[src/cpuDefines_defines.svh]
`ifndef CPU_DEFINES_SVH
`define CPU_DEFINES_SVH

// Data path and address width
`define CPU_WORD 32

// Unified memory size in words
`define CPU_MEM_DEPTH 1024

// First fetch address once halt is released
`define CPU_RESET_VECTOR 0

// An all-ones instruction word stops the core
`define CPU_ILLEGAL_INSN {`CPU_WORD{1'b1}}

`endif

[src/cpuPkg.sv]
`include "cpuDefines_defines.svh"

package cpuPkg;

    typedef enum logic [3:0] {
        aluOr     = 4'h0,  // X | Y
        aluAnd    = 4'h1,  // X & Y
        aluAdd    = 4'h2,  // X + Y
        aluMul    = 4'h3,  // X * Y
        aluRsvd4  = 4'h4,
        aluShl    = 4'h5,  // X << Y
        aluLt     = 4'h6,  // Signed X < Y
        aluEq     = 4'h7,  // X == Y
        aluGt     = 4'h8,  // Signed X > Y
        aluAndNot = 4'h9,  // X & ~Y
        aluXor    = 4'hA,  // X ^ Y
        aluSub    = 4'hB,  // X - Y
        aluXnor   = 4'hC,  // X ^ ~Y
        aluShr    = 4'hD,  // Logical X >> Y
        aluNe     = 4'hE,  // X != Y
        aluRsvd15 = 4'hF
    } aluOp_e;

    // Z op= X op Y + imm, packed MSB first
    typedef struct packed {
        logic               spare;
        logic               kind;      // Swaps Y and imm roles
        logic               storing;
        logic               derefRhs;
        logic [3:0]         z;
        logic [3:0]         x;
        logic [3:0]         y;
        aluOp_e             op;
        logic signed [11:0] imm;
    } insn_t;

    typedef struct packed {
        logic                 valid;   // Single-cycle strobe
        logic                 write;
        logic [`CPU_WORD-1:0] addr;    // Word address
        logic [`CPU_WORD-1:0] wrData;
    } memReq_t;

    typedef struct packed {
        logic                 valid;   // One cycle after a read strobe
        logic [`CPU_WORD-1:0] rdData;
    } memRsp_t;

endpackage

[src/memArbiter.sv]
module memArbiter (
    input  logic            clk,
    input  logic            reset_n,
    input  cpuPkg::memReq_t extReq,
    input  cpuPkg::memReq_t dataReq,
    input  cpuPkg::memReq_t fetchReq,
    output cpuPkg::memRsp_t extRsp,
    output cpuPkg::memRsp_t dataRsp,
    output cpuPkg::memRsp_t fetchRsp,
    output cpuPkg::memReq_t memReq,
    input  cpuPkg::memRsp_t memRsp
);

    typedef enum logic [1:0] {ownNone, ownExt, ownData, ownFetch} owner_e;

    owner_e grant;
    owner_e owner;    // Who gets next cycle's read data

    // Priority is external, then data, then fetch
    always_comb begin
        grant  = ownNone;
        memReq = '0;
        if (extReq.valid) begin
            grant  = ownExt;
            memReq = extReq;
        end else if (dataReq.valid) begin
            grant  = ownData;
            memReq = dataReq;
        end else if (fetchReq.valid) begin
            grant  = ownFetch;
            memReq = fetchReq;
        end
    end

    always_ff @(posedge clk) begin
        if (!reset_n) begin
            owner <= ownNone;
        end else if (memReq.valid && !memReq.write) begin
            owner <= grant;
        end else begin
            owner <= ownNone;  // Writes get no response
        end
    end

    assign extRsp   = '{valid: memRsp.valid && owner == ownExt,   rdData: memRsp.rdData};
    assign dataRsp  = '{valid: memRsp.valid && owner == ownData,  rdData: memRsp.rdData};
    assign fetchRsp = '{valid: memRsp.valid && owner == ownFetch, rdData: memRsp.rdData};

    // A losing request would be silently dropped
    assert property (@(posedge clk) disable iff (!reset_n)
        $onehot0({extReq.valid, dataReq.valid, fetchReq.valid}))
        else $error("memArbiter: colliding requests");

endmodule

[config.mk]
export PLATFORM = sky130hd
export DESIGN_NAME = memArbiter
export DESIGN_NICKNAME = d
export VERILOG_FILES = /design/src/cpuPkg.sv /design/src/memArbiter.sv
export VERILOG_INCLUDE_DIRS = /design/src /design/src/src
export SDC_FILE = /design/constraint.sdc
export NUM_CORES = 1
export LEC_CHECK = 0
export ABC_AREA = 1
export BUFFER_PORTS_ARGS = -buffer_cell sky130_fd_sc_hd__buf_4
export CAP_MARGIN = 20
export CORE_AREA = 2 2 157 159
export CTS_BUF_LIST = sky130_fd_sc_hd__clkbuf_8
export DETAILED_ROUTE_END_ITERATION = 8
export DIE_AREA = 0 0 159 161
export SYNTH_ARGS = -nofsm -noshare
export SYNTH_HDL_FRONTEND = slang
export SYNTH_SLANG_ARGS = --single-unit
[constraint.sdc]
create_clock -name clk -period 1.4 [get_ports clk]
set_clock_uncertainty 0.2 [all_clocks]
set_input_delay 0.14 -clock clk [delete_from_list [all_inputs] [get_ports clk]]
set_output_delay 0.14 -clock clk [all_outputs]
set_load 0.005 [all_outputs]
### Yosys cells after proc, flatten, opt, wreduce, memory -nomap -nowiden

Index checks and enable logic that the tools add are counted.

| storage, ports and cells | value |
|---|---|
| register bits after elaboration | 2 |
| input port bits | 233 |
| output and inout port bits | 165 |
| word-level logic and storage cells | 20 |

| cells by class | value |
|---|---|
| eq/ne operators | 3 |
| mux-type cells | 6 |
| bitwise logic cells | 2 |
| reductions and logical operators | 7 |

Operator list:

| cell | count |
|---|---|
| $mux W66 | 3 |
| $eq A2 B2 Y1 const B | 2 |
| $logic_and A1 B1 Y1 | 4 |
| $mux W2 | 2 |
| $reduce_or A3 Y1 | 1 |
| $eq A2 B1 Y1 const B | 1 |
| $not A1 Y1 | 2 |
| $reduce_and A2 Y1 | 1 |
| $logic_not A1 Y1 | 1 |
| $mux W1 | 1 |

### Depth between registers and ports, before layout

| logic depth | value |
|---|---|
| word-level depth | 7 |
| gate-level depth with buffers | 6 |
| depth with buffers taken out | 6 |

### Worst setup path after synthesis

Ideal clock, no wire load.

| timing path | value |
|---|---|
| kind | input to output |
| start | input extReq[65] in the netlist's numbering |
| end | output memReq[15] in the netlist's numbering |
| data arrival time | 0.773 ns |
| data required time | 1.060 ns |
| setup slack | 0.287 ns |
| cell stages on the path | 5 |
| path buffers | 2 |
| path through | inv_2 buf_6 clkbuf_1 nor2_1 a21oi_1 |

RTL lines:

| what | line | text |
|---|---|---|
| start: declaration | memArbiter.sv:4 | `input cpuPkg::memReq_t extReq,` |
| end: declaration | memArbiter.sv:10 | `output cpuPkg::memReq_t memReq,` |

==> results.toml <==
[run_status]
run_status = "complete, but fails checks"
violations = "setup timing"

[sta]
worst-slew-pin-transition_ns = 0.307
maxClockFrequency_ghz = 0.689
rsz0062_at_grt = "yes"
slew_headroom_pct = 79.5
fin_setup_tns_ns = -0.227
finalMaxSlewViolations = 0
final_min_period_over_clock_period_pct = 104
setup_violations = 23
finalWorstSetupSlack_ns = -0.0516
final_period_minus_worst_setup_slack_ns = 1.45
whs_ns = 0.0800
hold_viol_final = 0

[hold_path]
hold_path.class = "in -> out"
whs_path_depth = 0

[cts]
cts_htree_levels = 1
cts.sinks = 2
cts_tree = "built"
cts_buffer_depth = 2
clock-root-buffer = "sky130_fd_sc_hd__clkbuf_8"
numCtsBuffers = 3

[global_route]
groute.usage.overall_pct = 8.07
remaining_overflow_grt = 0
wire_length_of_the_first_global_routing_pass_mm = 16.9
number_of_antenna_violations_at_the_first_check_in_global_routing = 0
grt_pass1_vias = 3286
grt_start_max_net_pins = 41

[placement]
post-dp-hpwl_mm = 9.47
dpl_cell_area_mm2 = 0.00390
globalplace.congestion = 0.784
portBuffers = 269

[pwr]
p_per_area_mw_per_mm2 = 375
power_leakage_nw = 2.08
vdd.ir_drop.worst_v = 0.000184

[cells_and_area]
antenna_cells = 0
layout-drive-gt1-share_pct = 59.6
largest_register_ffs = 2
layout_commonest_cell = "sky130_fd_sc_hd__buf_4"
mostFrequentLayoutCells = "sky130_fd_sc_hd__buf_4, sky130_fd_sc_hd__a21oi_1, sky130_fd_sc_hd__nor2_1"
layout-area-overhead-vs-synth_pct = 103
num-nets-final = 812
layout.filler_cells = 2770
reg_top3 = "owner x2"
registers.top_by_ff_count = "owner"
postLayoutCellArea_mm2 = 0.00432

[flow_run]
drv_cap = 0

[critical_path]
startpoint_type = "input pin"
worst_path_class_setup = "in -> out"
cp_data_required_time_ns = 1.06
critical_path_peak_fanout = 7
critical_path.endpoint = "memReq[19]"
worst_setup_path_end_kind = "output port"
critPathArrivalTime_ns = 1.11
critical_path.startpoint = "fetchReq[65]"

[synth]
dominant_combinational_cell_family_by_area_after_synthesis = "buffers and inverters"
synth.avg_cell_area_um2 = 5.28
post_synthesis_compound_gate_area_fraction_pct = 30.5
synthesis.instances = 404
number_of_warnings_issued_by_yosys = 0
synth.mux.area_fraction_pct = 0
synth_fp_nets = 637
synth.lib_cells_used.distinct = 15
synth_fa_ha_area_share_pct = 0
syn-cell-area_mm2 = 0.00213
synth_seq_cells = 2
synth-simple-area-share_pct = 25.3
synth_area_in_xor_xnor_pct = 0
ys_seq_area_share_pct = 1.88

[route]
routed_via_density = 3.63
routed-via-count = 3271
drt_drc_violations_left = 0
drt_iter0_drc = 131
routed_wl_mm = 13.0
drt_pre_antenna_iters = 4
routedWlPerCell_um = 14.4
ant_nets = 0

[floorplan]
row_count = 57
dieHeight_um = 161
die_width_um = 159
core-area_mm2 = 0.0240
pin_count = 398
floorplan.die_area_mm2 = 0.0256
initial_utilization_pct = 8.91
-- critical path, stage by stage --
cell and delay (ns):
sky130_fd_sc_hd__buf_8 0.08, sky130_fd_sc_hd__inv_4 0.03, sky130_fd_sc_hd__nor2_4 0.16, sky130_fd_sc_hd__buf_12 0.17
sky130_fd_sc_hd__clkbuf_16 0.18, sky130_fd_sc_hd__nand2_4 0.06, sky130_fd_sc_hd__a21oi_4 0.17, sky130_fd_sc_hd__buf_6 0.12
-- cells by family after synthesis --
kind of cell,after synthesis
AO/OA/AOI/OAI,130
flip-flops,2
AND/OR/NAND/NOR,141
buffers and inverters,131
-- per-stage QoR --
stage          setup WS, ns  instances  utilization, %  total power, W
2_1_floorplan         0.287        404               -        0.000652
3_3_place_gp         -0.163        890            16.3         0.00125
3_5_place_dp         -0.192        890            16.3         0.00126
4_1_cts             -0.0487        894            16.7         0.00152
5_1_grt             -0.0951        901            18.0         0.00175
6_report            -0.0516        901            18.0         0.00162
-- synthesized netlist by cell type (all sizes together) --
library cell | number | area (um^2)
or2 | 1 | 6.26
inv | 7 | 26.3
dfxtp | 2 | 40.0
o21ai | 1 | 5.00
nor3 | 3 | 15.0
a21oi | 129 | 646
clkbuf | 8 | 30.0
nand3 | 2 | 10.0
nor2 | 68 | 258
buf | 116 | 847
nand2 | 67 | 251
-- final cells by class --
cell class	count	area, um^2	area share, %
clock buffers	3	41.3	0.955
flip-flops and latches	2	40.0	0.926
repair buffers	294	2390	55.3
inverters	7	28.8	0.666
multi-input cells	271	1420	32.7
well taps	324	405	9.38
-- metal layers --
layer | vias to the layer above | track usage [%] | wire length (um)
li1 | 1566 | - | -
met1 | 1444 | 8.67 | 4610
met2 | 209 | 14.5 | 6540
met3 | 52 | 2.41 | 1350
met4 | 0 | 3.88 | 516
met5 | - | 0 | 0
-- worst min path at each step --
stage,start,end
after floorplan,reset_n,owner[0]
after global placement,memRsp[17],dataRsp[17]
after detailed placement,memRsp[17],dataRsp[17]
after CTS,memRsp[17],dataRsp[17]
after global routing,memRsp[9],fetchRsp[9]
final,memRsp[22],extRsp[22]
-- power by group --
part | total (W) | leakage [nW] | internal, W | switching [W]
combinational | 0.00133 | 2.04 | 0.000790 | 0.000544
clock | 0.000227 | 0.0216 | 0.000182 | 0.0000455
sequential | 0.0000619 | 0.0164 | 0.0000606 | 0.00000129
total | 0.00162 | 2.08 | 0.00103 | 0.000591
-- repair_timing --
action                                  4_1_cts  5_1_grt
cloned                                        0        6
hold endpoints to repair                      2        0
hold buffers                                  1        0
pin swaps                                     0       18
endpoints found under the setup margin       11       52
gates resized for setup                      14       51
buffers inserted                              0        1
(Power assumes the default switching activity.)
