<file path="src/cpuDefines_defines.svh">
`ifndef CPU_DEFINES_SVH
`define CPU_DEFINES_SVH

// Data path and address width
`define CPU_WORD 32

// Unified memory size in words
`define CPU_MEM_DEPTH 1024

// First fetch address once halt is released
`define CPU_RESET_VECTOR 0

// An all-ones instruction word stops the core
`define CPU_ILLEGAL_INSN {`CPU_WORD{1'b1}}

`endif

</file>
<file path="src/cpuPkg.sv">
`include "cpuDefines_defines.svh"

package cpuPkg;

    typedef enum logic [3:0] {
        aluOr     = 4'h0,  // X | Y
        aluAnd    = 4'h1,  // X & Y
        aluAdd    = 4'h2,  // X + Y
        aluMul    = 4'h3,  // X * Y
        aluRsvd4  = 4'h4,
        aluShl    = 4'h5,  // X << Y
        aluLt     = 4'h6,  // Signed X < Y
        aluEq     = 4'h7,  // X == Y
        aluGt     = 4'h8,  // Signed X > Y
        aluAndNot = 4'h9,  // X & ~Y
        aluXor    = 4'hA,  // X ^ Y
        aluSub    = 4'hB,  // X - Y
        aluXnor   = 4'hC,  // X ^ ~Y
        aluShr    = 4'hD,  // Logical X >> Y
        aluNe     = 4'hE,  // X != Y
        aluRsvd15 = 4'hF
    } aluOp_e;

    // Z op= X op Y + imm, packed MSB first
    typedef struct packed {
        logic               spare;
        logic               kind;      // Swaps Y and imm roles
        logic               storing;
        logic               derefRhs;
        logic [3:0]         z;
        logic [3:0]         x;
        logic [3:0]         y;
        aluOp_e             op;
        logic signed [11:0] imm;
    } insn_t;

    typedef struct packed {
        logic                 valid;   // Single-cycle strobe
        logic                 write;
        logic [`CPU_WORD-1:0] addr;    // Word address
        logic [`CPU_WORD-1:0] wrData;
    } memReq_t;

    typedef struct packed {
        logic                 valid;   // One cycle after a read strobe
        logic [`CPU_WORD-1:0] rdData;
    } memRsp_t;

endpackage

</file>
<file path="src/regFile.sv">
`include "cpuDefines_defines.svh"

module regFile (
    input  logic                 clk,
    input  logic                 reset_n,
    input  logic [3:0]           xIdx,
    input  logic [3:0]           yIdx,
    input  logic [3:0]           zIdx,
    input  logic [`CPU_WORD-1:0] nextPc,
    input  logic                 wrEn,
    input  logic [`CPU_WORD-1:0] wrData,
    output logic [`CPU_WORD-1:0] xVal,
    output logic [`CPU_WORD-1:0] yVal,
    output logic [`CPU_WORD-1:0] zVal
);

    logic [`CPU_WORD-1:0] regs [1:14];  // r0 and r15 are not stored

    // r0 is hardwired zero, r15 shows the next instruction address
    function automatic logic [`CPU_WORD-1:0] readPort(input logic [3:0] idx);
        logic [`CPU_WORD-1:0] val;
        if (idx == 4'd0) begin
            val = '0;
        end else if (idx == 4'd15) begin
            val = nextPc;
        end else begin
            val = regs[idx];
        end
        return val;
    endfunction

    assign xVal = readPort(xIdx);
    assign yVal = readPort(yIdx);
    assign zVal = readPort(zIdx);

    always_ff @(posedge clk) begin
        if (!reset_n) begin
            for (int i = 1; i <= 14; i++) begin
                regs[i] <= '0;
            end
        end else if (wrEn && zIdx != 4'd0 && zIdx != 4'd15) begin
            regs[zIdx] <= wrData;  // PC updates happen in the core
        end
    end

endmodule

</file>
<file path="src/insnDecode.sv">
`include "cpuDefines_defines.svh"

module insnDecode (
    input  cpuPkg::insn_t insn,
    output logic          illegal,
    output logic          storing,
    output logic          derefRhs,
    output logic          kind,
    output logic          branch
);

    logic zIsPc;

    // Whole word compare, the spare bit included
    assign illegal = insn == `CPU_ILLEGAL_INSN;

    assign storing  = insn.storing;
    assign derefRhs = insn.derefRhs;
    assign kind     = insn.kind;

    assign zIsPc  = insn.z == 4'd15;
    assign branch = zIsPc && !insn.storing;  // Writes to r15 redirect fetch

endmodule

</file>
<file path="src/execUnit.sv">
`include "cpuDefines_defines.svh"

module execUnit (
    input  logic                 clk,
    input  logic                 en,
    input  cpuPkg::aluOp_e       op,
    input  logic                 kind,
    input  logic [`CPU_WORD-1:0] xVal,
    input  logic [`CPU_WORD-1:0] yVal,
    input  logic [11:0]          imm,
    output logic [`CPU_WORD-1:0] rhs
);
    import cpuPkg::*;

    logic signed [`CPU_WORD-1:0] extImm;
    logic signed [`CPU_WORD-1:0] opX;
    logic signed [`CPU_WORD-1:0] opO;    // Right operand of op
    logic signed [`CPU_WORD-1:0] opA;    // Added last
    logic        [`CPU_WORD-1:0] opResult;
    logic                        reserved;

    assign extImm = {{(`CPU_WORD - 12){imm[11]}}, imm};
    assign opX    = xVal;

    // kind 0 is X op Y + imm, kind 1 is X op imm + Y
    assign opO = kind ? extImm : yVal;
    assign opA = kind ? yVal : extImm;

    assign reserved = (op == aluRsvd4) || (op == aluRsvd15);

    always_comb begin
        case (op)
            aluOr:     opResult = opX | opO;
            aluAnd:    opResult = opX & opO;
            aluAdd:    opResult = opX + opO;
            aluMul:    opResult = opX * opO;
            aluShl:    opResult = opX << opO;
            aluLt:     opResult = {`CPU_WORD{opX < opO}};  // All ones when true
            aluEq:     opResult = {`CPU_WORD{opX == opO}};
            aluGt:     opResult = {`CPU_WORD{opX > opO}};
            aluAndNot: opResult = opX & ~opO;
            aluXor:    opResult = opX ^ opO;
            aluSub:    opResult = opX - opO;
            aluXnor:   opResult = opX ^ ~opO;
            aluShr:    opResult = opX >> opO;
            aluNe:     opResult = {`CPU_WORD{opX != opO}};
            default:   opResult = '0;
        endcase
    end

    always_ff @(posedge clk) begin
        if (en) begin
            rhs <= reserved ? '0 : opResult + opA;  // Reserved ops give zero
        end
    end

endmodule

</file>
<file path="src/cpuCore.sv">
`include "cpuDefines_defines.svh"

module cpuCore (
    input  logic            clk,
    input  logic            reset_n,
    input  logic            haltReq,
    output logic            halted,
    output cpuPkg::memReq_t fetchReq,
    input  cpuPkg::memRsp_t fetchRsp,
    output cpuPkg::memReq_t dataReq,
    input  cpuPkg::memRsp_t dataRsp
);
    import cpuPkg::*;

    typedef enum logic [2:0] {
        stIdle, stFetch, stDecode, stExecute, stAccess, stCapture, stCommit, stStopped
    } state_e;

    state_e               state;
    logic [`CPU_WORD-1:0] pc;
    logic [`CPU_WORD-1:0] nextPc;
    insn_t                insnReg;      // Held for the later states
    insn_t                curInsn;
    logic [`CPU_WORD-1:0] loadData;
    logic                 illegal;
    logic                 storing;
    logic                 derefRhs;
    logic                 kind;
    logic                 branch;
    logic                 loading;
    logic                 exEn;
    logic                 wrEn;
    logic [`CPU_WORD-1:0] commitData;
    logic [`CPU_WORD-1:0] xVal;
    logic [`CPU_WORD-1:0] yVal;
    logic [`CPU_WORD-1:0] zVal;
    logic [`CPU_WORD-1:0] rhs;

    // Fetched word is used straight off the response in Decode
    assign curInsn = (state == stDecode) ? insn_t'(fetchRsp.rdData) : insnReg;

    assign nextPc     = pc + `CPU_WORD'(1);
    assign halted     = (state == stIdle) || (state == stStopped);
    assign exEn       = (state == stDecode) && !illegal;
    assign loading    = derefRhs && !storing;
    assign wrEn       = (state == stCommit) && !storing;
    assign commitData = loading ? loadData : rhs;

    insnDecode decode (
        .insn     (curInsn),
        .illegal  (illegal),
        .storing  (storing),
        .derefRhs (derefRhs),
        .kind     (kind),
        .branch   (branch)
    );

    regFile regs (
        .clk     (clk),
        .reset_n (reset_n),
        .xIdx    (curInsn.x),
        .yIdx    (curInsn.y),
        .zIdx    (curInsn.z),
        .nextPc  (nextPc),
        .wrEn    (wrEn),
        .wrData  (commitData),
        .xVal    (xVal),
        .yVal    (yVal),
        .zVal    (zVal)
    );

    execUnit exec (
        .clk  (clk),
        .en   (exEn),
        .op   (curInsn.op),
        .kind (kind),
        .xVal (xVal),
        .yVal (yVal),
        .imm  (curInsn.imm),
        .rhs  (rhs)
    );

    assign fetchReq = '{valid: state == stFetch, write: 1'b0, addr: pc, wrData: '0};

    always_comb begin
        dataReq       = '0;
        dataReq.valid = (state == stAccess) && (loading || storing);
        dataReq.write = storing;
        if (storing && !derefRhs) begin
            dataReq.addr   = zVal;     // [Z] <- rhs
            dataReq.wrData = rhs;
        end else begin
            dataReq.addr   = rhs;      // Load, or [rhs] <- Z
            dataReq.wrData = zVal;
        end
    end

    always_ff @(posedge clk) begin
        if (!reset_n) begin
            state <= stIdle;
            pc    <= `CPU_WORD'(`CPU_RESET_VECTOR);
        end else begin
            case (state)
                stIdle: begin
                    pc <= `CPU_WORD'(`CPU_RESET_VECTOR);
                    if (!haltReq) begin
                        state <= stFetch;
                    end
                end
                stFetch:   state <= stDecode;
                stDecode:  state <= illegal ? stStopped : stExecute;
                stExecute: state <= stAccess;
                stAccess:  state <= stCapture;
                stCapture: state <= stCommit;
                stCommit: begin
                    pc    <= branch ? commitData : nextPc;
                    state <= haltReq ? stIdle : stFetch;  // Halt only between insns
                end
                stStopped: begin
                    if (haltReq) begin
                        state <= stIdle;
                    end
                end
                default:   state <= stIdle;
            endcase
        end
    end

    always_ff @(posedge clk) begin
        if (state == stDecode) begin
            insnReg <= fetchRsp.rdData;
        end
        if (state == stCapture && dataRsp.valid) begin
            loadData <= dataRsp.rdData;
        end
    end

    assert property (@(posedge clk) disable iff (!reset_n)
        !(fetchReq.valid && dataReq.valid))
        else $error("cpuCore: fetch and data strobes in the same cycle");

    // Arbiter and memory must return the word exactly one cycle after Fetch
    assert property (@(posedge clk) disable iff (!reset_n)
        state == stDecode |-> fetchRsp.valid)
        else $error("cpuCore: no fetch response in Decode");

endmodule

</file>
<file path="config.mk">
export PLATFORM = sky130hd
export DESIGN_NAME = cpuCore
export DESIGN_NICKNAME = d
export VERILOG_FILES = /design/src/cpuPkg.sv /design/src/regFile.sv /design/src/insnDecode.sv /design/src/execUnit.sv /design/src/cpuCore.sv
export VERILOG_INCLUDE_DIRS = /design/src /design/src/src
export SDC_FILE = /design/constraint.sdc
export NUM_CORES = 2
export LEC_CHECK = 0
export BUFFER_PORTS_ARGS = -buffer_cell sky130_fd_sc_hd__buf_2
export CAP_MARGIN = 10
export CORE_UTILIZATION = 37
export CTS_CLUSTER_DIAMETER = 40
export CTS_CLUSTER_SIZE = 12
export DETAILED_ROUTE_END_ITERATION = 12
export PLACE_DENSITY = 0.54
export SETUP_SLACK_MARGIN = 0.5
export SYNTH_ARGS = -nofsm -noshare
export SYNTH_HDL_FRONTEND = slang
export SYNTH_SLANG_ARGS = --single-unit
export TNS_END_PERCENT = 100
</file>
<file path="constraint.sdc">
create_clock -name clk -period 21.3 [get_ports clk]
set_input_delay 0 -clock clk [delete_from_list [all_inputs] [get_ports clk]]
set_output_delay 0 -clock clk [all_outputs]
set_load 0.005 [all_outputs]
</file>
# Word-level counts from Yosys, hierarchy flattened
# Memory sizes are Yosys's and may differ from the RTL's.
# Index checks and enable logic that the tools add are counted.
dict set report word_totals {
  reg_bits 131
  latchBits 0
  ram_bits 448
  romBits 0
  out_inout_bits 133
  word_cells 110
  memories 1
}
dict set report classes {
  add_sub_neg 4
  mul 1
  div 0
  magnitude_cmp 2
  n_eq_ne 31
  shifts 2
  n_mux 26
  n_bitwise 6
  reduce_logical 24
}
# memory words word_bits rd rd_clocked_by_memory_dff write_ports line_no
set memory_table {}
lappend memory_table {regs.regs 14 32 3 0 14 regFile.sv:17} ;# logic [`CPU_WORD-1:0] regs [1:14];
# cell count
set ops {}
lappend ops {{one-hot mux 32 bit (14 select lines)} 1}
lappend ops {{two-way mux 32 bit} 12}
lappend ops {{adder 32 bit} 2}
lappend ops {{bitwise AND 32 bit} 2}
lappend ops {{two-way mux 64 bit} 1}
lappend ops {{one-hot mux 32 bit (2 select lines)} 1}
lappend ops {{bitwise XOR 32 bit} 2}
lappend ops {{equality test 4 bit, second input constant} 11}
lappend ops {{adder 32 x 1 -> 32 bit, second input constant} 1}
lappend ops {{equality test 32 bit} 1}
lappend ops {{equality test 32 bit, second input constant} 1}
lappend ops {{greater-than comparator 32 bit} 1}
lappend ops {{less-than comparator 32 bit} 1}
lappend ops {{multiplier 32 x 32 -> 32 bit} 1}
lappend ops {{inequality test 32 bit} 1}
lappend ops {{NOT 32 bit} 1}
lappend ops {{bitwise OR 32 bit} 1}
lappend ops {{OR reduction 32 bit} 1}
lappend ops {{<< shifter 32 x 32 -> 32 bit} 1}
lappend ops {{right shift 32 x 32 -> 32 bit} 1}
lappend ops {{subtractor 32 bit} 1}
lappend ops {{one-hot mux 3 bit (8 select lines)} 1}
lappend ops {{equality test 4 x 3 -> 1 bit, second input constant} 4}
lappend ops {{logical NOT 4 bit} 4}
lappend ops {{other kinds (17)} 42}

# Longest topological paths before layout
dict set report logic_depth {
  depth_word 11
  depth_mapped 60
  ltp_nobuf 51
}

# Cells and area by module
# A second synthesis with hierarchy kept.
dict set report unflattened {
  hier_cells 6674
  hier_area_um2 64311.7
}
# mod n_inst cells_per_inst area_per_inst_um2 seq_area_each_um2
set modules_own_cells {}
lappend modules_own_cells {regFile 1 2361 30511.8 14443.9}
lappend modules_own_cells {execUnit 1 3588 27792.9 960.9}
lappend modules_own_cells {cpuCore 1 710 5911.9 2302.2}
lappend modules_own_cells {insnDecode 1 15 95.1 0.0}

# Least setup slack after synthesis
# No wires, ideal clock.
dict set report synth_path {
  kind {register to register}
  from {register state[0]}
  to {register exec.rhs[31], data pin}
  setup_time_ns 0.266
  arrival_ns 12.430
  required_ns 21.034
  slack_ns 8.604
  path_stages_with_launch 56
  path_buffers 9
  period_less_slack_ns 12.696
  path_cell_list {dfxtp_1 -> buf_2 -> nor3b_1 -> buf_2 -> mux2i_2 -> inv_1 -> buf_2 -> a2111oi_0 -> a211oi_1 -> o32a_1 -> and2_1 -> buf_2 -> inv_2 -> buf_2 -> buf_2 -> buf_2 -> clkbuf_1 -> clkbuf_1 -> (+20 left out) -> o311a_1 -> o41ai_1 -> xnor2_1 -> a2111oi_0 -> o21ai_1 -> a31oi_1 -> nand3_1 -> ha_1 -> and3_1 -> a211oi_1 -> o21bai_1 -> a21o_1 -> a211o_1 -> a221o_1 -> a21oi_1 -> xnor2_1 -> xnor2_1 -> nor2_1}
}
# item line_no
set synth_rtl {}
lappend synth_rtl {{start, declared} cpuCore.sv:19} ;# state_e state;
lappend synth_rtl {{start signal, assigned} cpuCore.sv:100} ;# state <= stIdle;
lappend synth_rtl {{start signal, assigned} cpuCore.sv:107} ;# state <= stFetch;
lappend synth_rtl {{start signal, assigned} cpuCore.sv:110} ;# stFetch: state <= stDecode;
lappend synth_rtl {{end signal, assigned} execUnit.sv:53} ;# rhs <= reserved ? '0 : opResult + opA;
lappend synth_rtl {{end, declared} execUnit.sv:11} ;# output logic [`CPU_WORD-1:0] rhs

# Worst setup path after layout
dict set report layout_path {
  from {register state[1]}
  to {register exec.rhs[31], data pin}
}
dict set report layout_via {
  elab_chain_len 10
  elab_cells_between_ends 47
  cone_classes {3 x add/sub; 1 x mul; 2 x order compare; 20 x eq/ne; 2 x shift; 8 x mux; 6 x bitwise; 4 x reduce/logical; 1 x memory}
}
# item line_no
set layout_rtl {}
lappend layout_rtl {{equality test 3 x 2 -> 1 bit (*)} cpuCore.sv:40} ;# assign curInsn = (state == stDecode) ? insn_t'(fetchRsp.rdData) : insnReg;
lappend layout_rtl {{two-way mux 32 bit (*)} -}
lappend layout_rtl {{branches (longest 8 deep; another with memory read (14 x 32 bit))} -}
# Every way passes the cells marked *.
# A chain may end at the register's enable or synchronous reset.

==> impl_metrics.toml <==
[hold_path]
hold_path_class = "in2reg"
hold_depth = 2

[global_routing]
grt_pass1_wl_um = 493000
grt_pass1_vias = 63290
antenna_found_initial = 22
track_usage_pct = 38.4
grt_overflow = 0
grt_max_degree = 112

[route]
drt-wirelength-per-cell_um = 33.8
drc = 0
drtIter0Drc = 10659
firstDrtPassIters = 7
viasPerCell = 6.40
antenna_left = 0
vias = 67537
totalWireLength_um = 357000

[cts]
clock_sinks = 642
path_clk_slew_ps = 60
cts_tree = "done"
post_cts_buffers = 0
cts_buffers = 99
clock-root-buffer = "clkbuf_16"
cts_buffer_depth = 3
cts_max_level = 3
insertion_delay_ps = 740

[critical_path]
crit_type = "reg2reg"
critPathArrivalTime_ps = 17320
slowest_delay_ps = 1060
endpoint_kind = "register"
cp_max_fo = 111
cp_slowest_cell = "clkinv_1"
start_kind = "register"
cp_common_cell = "fa_1"
worstPathRequired_ps = 21750
ff2ff_path_depth = 47

[yosys]
ys_types = 109
synth_top_cells_by_count = "nand2_1 (1378), nor2_1 (1114), inv_1 (710)"
ys_ff_latch = 642
async_flop_share_pct = 0
synth_area_leaders = "edfxtp_1 (26%), fa_1 (12%), nand2_1 (7.8%), nor2_1 (6.3%), ha_1 (5.2%)"
synth_flop_cell = "edfxtp_1"
yosysMostFrequentCell = "nand2_1"
ys_warn_count = 0
avgSynthCellArea_um2 = 8.29
synth.yosys.seq_area_share_pct = 28.0
yosysTopAreaCell = "edfxtp_1"
syn_area_um2 = 66500
syn_inst = 8020
yosysTopAreaCellShare_pct = 26.0
synth_edf_count = 575

[place]
place.gp.congestion = 1.02
dp_hpwl_um = 242000
portBuffers = 167

[layout]
fill_cells = 17966
multi_input_area_um2 = 43100
regArea_um2 = 18600
drive_gt1_share_pct = 10.6
final_nets = 8860
area_growth_pct = 12.6

[sta]
setup_tns_ps = 0
drv_slew = 0
period_share_pct = 79.2
max_freq_ghz = 0.0593
tightestPinTransition_ps = 1290
max_slew_margin_pct = 13.5
rsz0062_at_grt = "no"
final-setup-viol-count = 0
period_minus_slack_ps = 16880
skew_ps = 37.5
hold_violations = 0

[die]
core-area_um2 = 178000
die_w_um = 426
dieHeight_um = 426
rows = 155
io_pins = 202
start_util_pct = 37.2
fp.dieArea_um2 = 181000

[run_status]
status = "finished, final reports clean"

[flow_run]
max-cap-violations = 0
## cell type report
cell class / count / area share [%]
Antenna cell: 18 / 0.0602
Clock buffer: 115 / 3.45
Clock inverter: 69 / 1.02
Inverter: 741 / 3.75
Multi-Input combinational cell: 6079 / 57.7
Sequential cell: 642 / 24.9
Tap cell: 2355 / 3.94
Timing Repair Buffer: 540 / 5.23
## cells in the final DEF (no fill, tap or decap), drive strengths merged, types with 117 or more instances in the layout
master and count:
nand2 1379, nor2 1116, inv 747, edfxtp 575, buf 459, fa 411
mux2i 328, a21oi 302, ha 277, nand3 271, a211oi 243, o21ai 184
xnor2 136, a311oi 122, clkbuf 117
## metrics by stage
stage,std cells,worst slack (ps),hold WS (ps),instance area (um2),utilization (%)
6_report,10559,4420,14.8,74800,41.9
5_1_grt,10542,4110,12.1,74800,41.9
4_1_cts,10538,5030,6.22,74700,41.9
3_5_place_dp,10275,5120,178,70600,39.6
3_3_place_gp,10275,5210,178,70600,39.6
2_1_floorplan,8115,8600,98.9,66800,-
## cells by family after synthesis
kind of cell / synth area share, %
XOR/XNOR: 2.65
flip-flops: 28.0
adder cells (fa/ha/maj): 17.6
AND/OR/NAND/NOR: 19.8
other: 0.00564
multiplexers: 5.80
AO/OA/AOI/OAI: 17.4
buffers and inverters: 8.80
## worst max-delay path: cells and delay by family, from the launching register on
family                   cells  cell delay, ps
AO/OA/AOI/OAI               19            6160
adder cells (fa/ha/maj)     10            4220
buffers and inverters       10            3350
AND/OR/NAND/NOR              5            1650
XOR/XNOR                     3             550
flip-flops                   1             310
## sequential cells by signal, indices dropped and copies added, names as in the netlist
name	count
insnReg	32
state	3
exec.rhs	32
loadData	32
regs.regs	511
pc	32
## path summary, 6_finish.rpt
path / startpoint / endpoint / slack (ps)
worst max-delay path: state[1] / exec.rhs[31] / 4420
worst min-delay path: dataRsp[20] / loadData[20] / 10
worst max register to register: state[1] / exec.rhs[31] / 4420
worst min register to register: insnReg[31] / insnReg[31] / 460
## repair_timing
action | CTS | global route
resized for setup | 0 | 0
hold endpoints to repair | 52 | 0
hold buffers | 79 | 0
endpoints found under the setup margin | 0 | 0
## layer usage
layer  vias to the layer above  GRT usage, %  part of all wire, %
li1                      27926             -                    -
met1                     32826          47.0                   36
met2                      5386          56.6                   42
met3                      1389          11.1                   13
met4                        10          30.0                  9.5
met5                         -             0                0.022
Power is left out: the tool's default activity adds up to more than one toggle a clock period on the data nets, which glitch-free logic cannot reach.
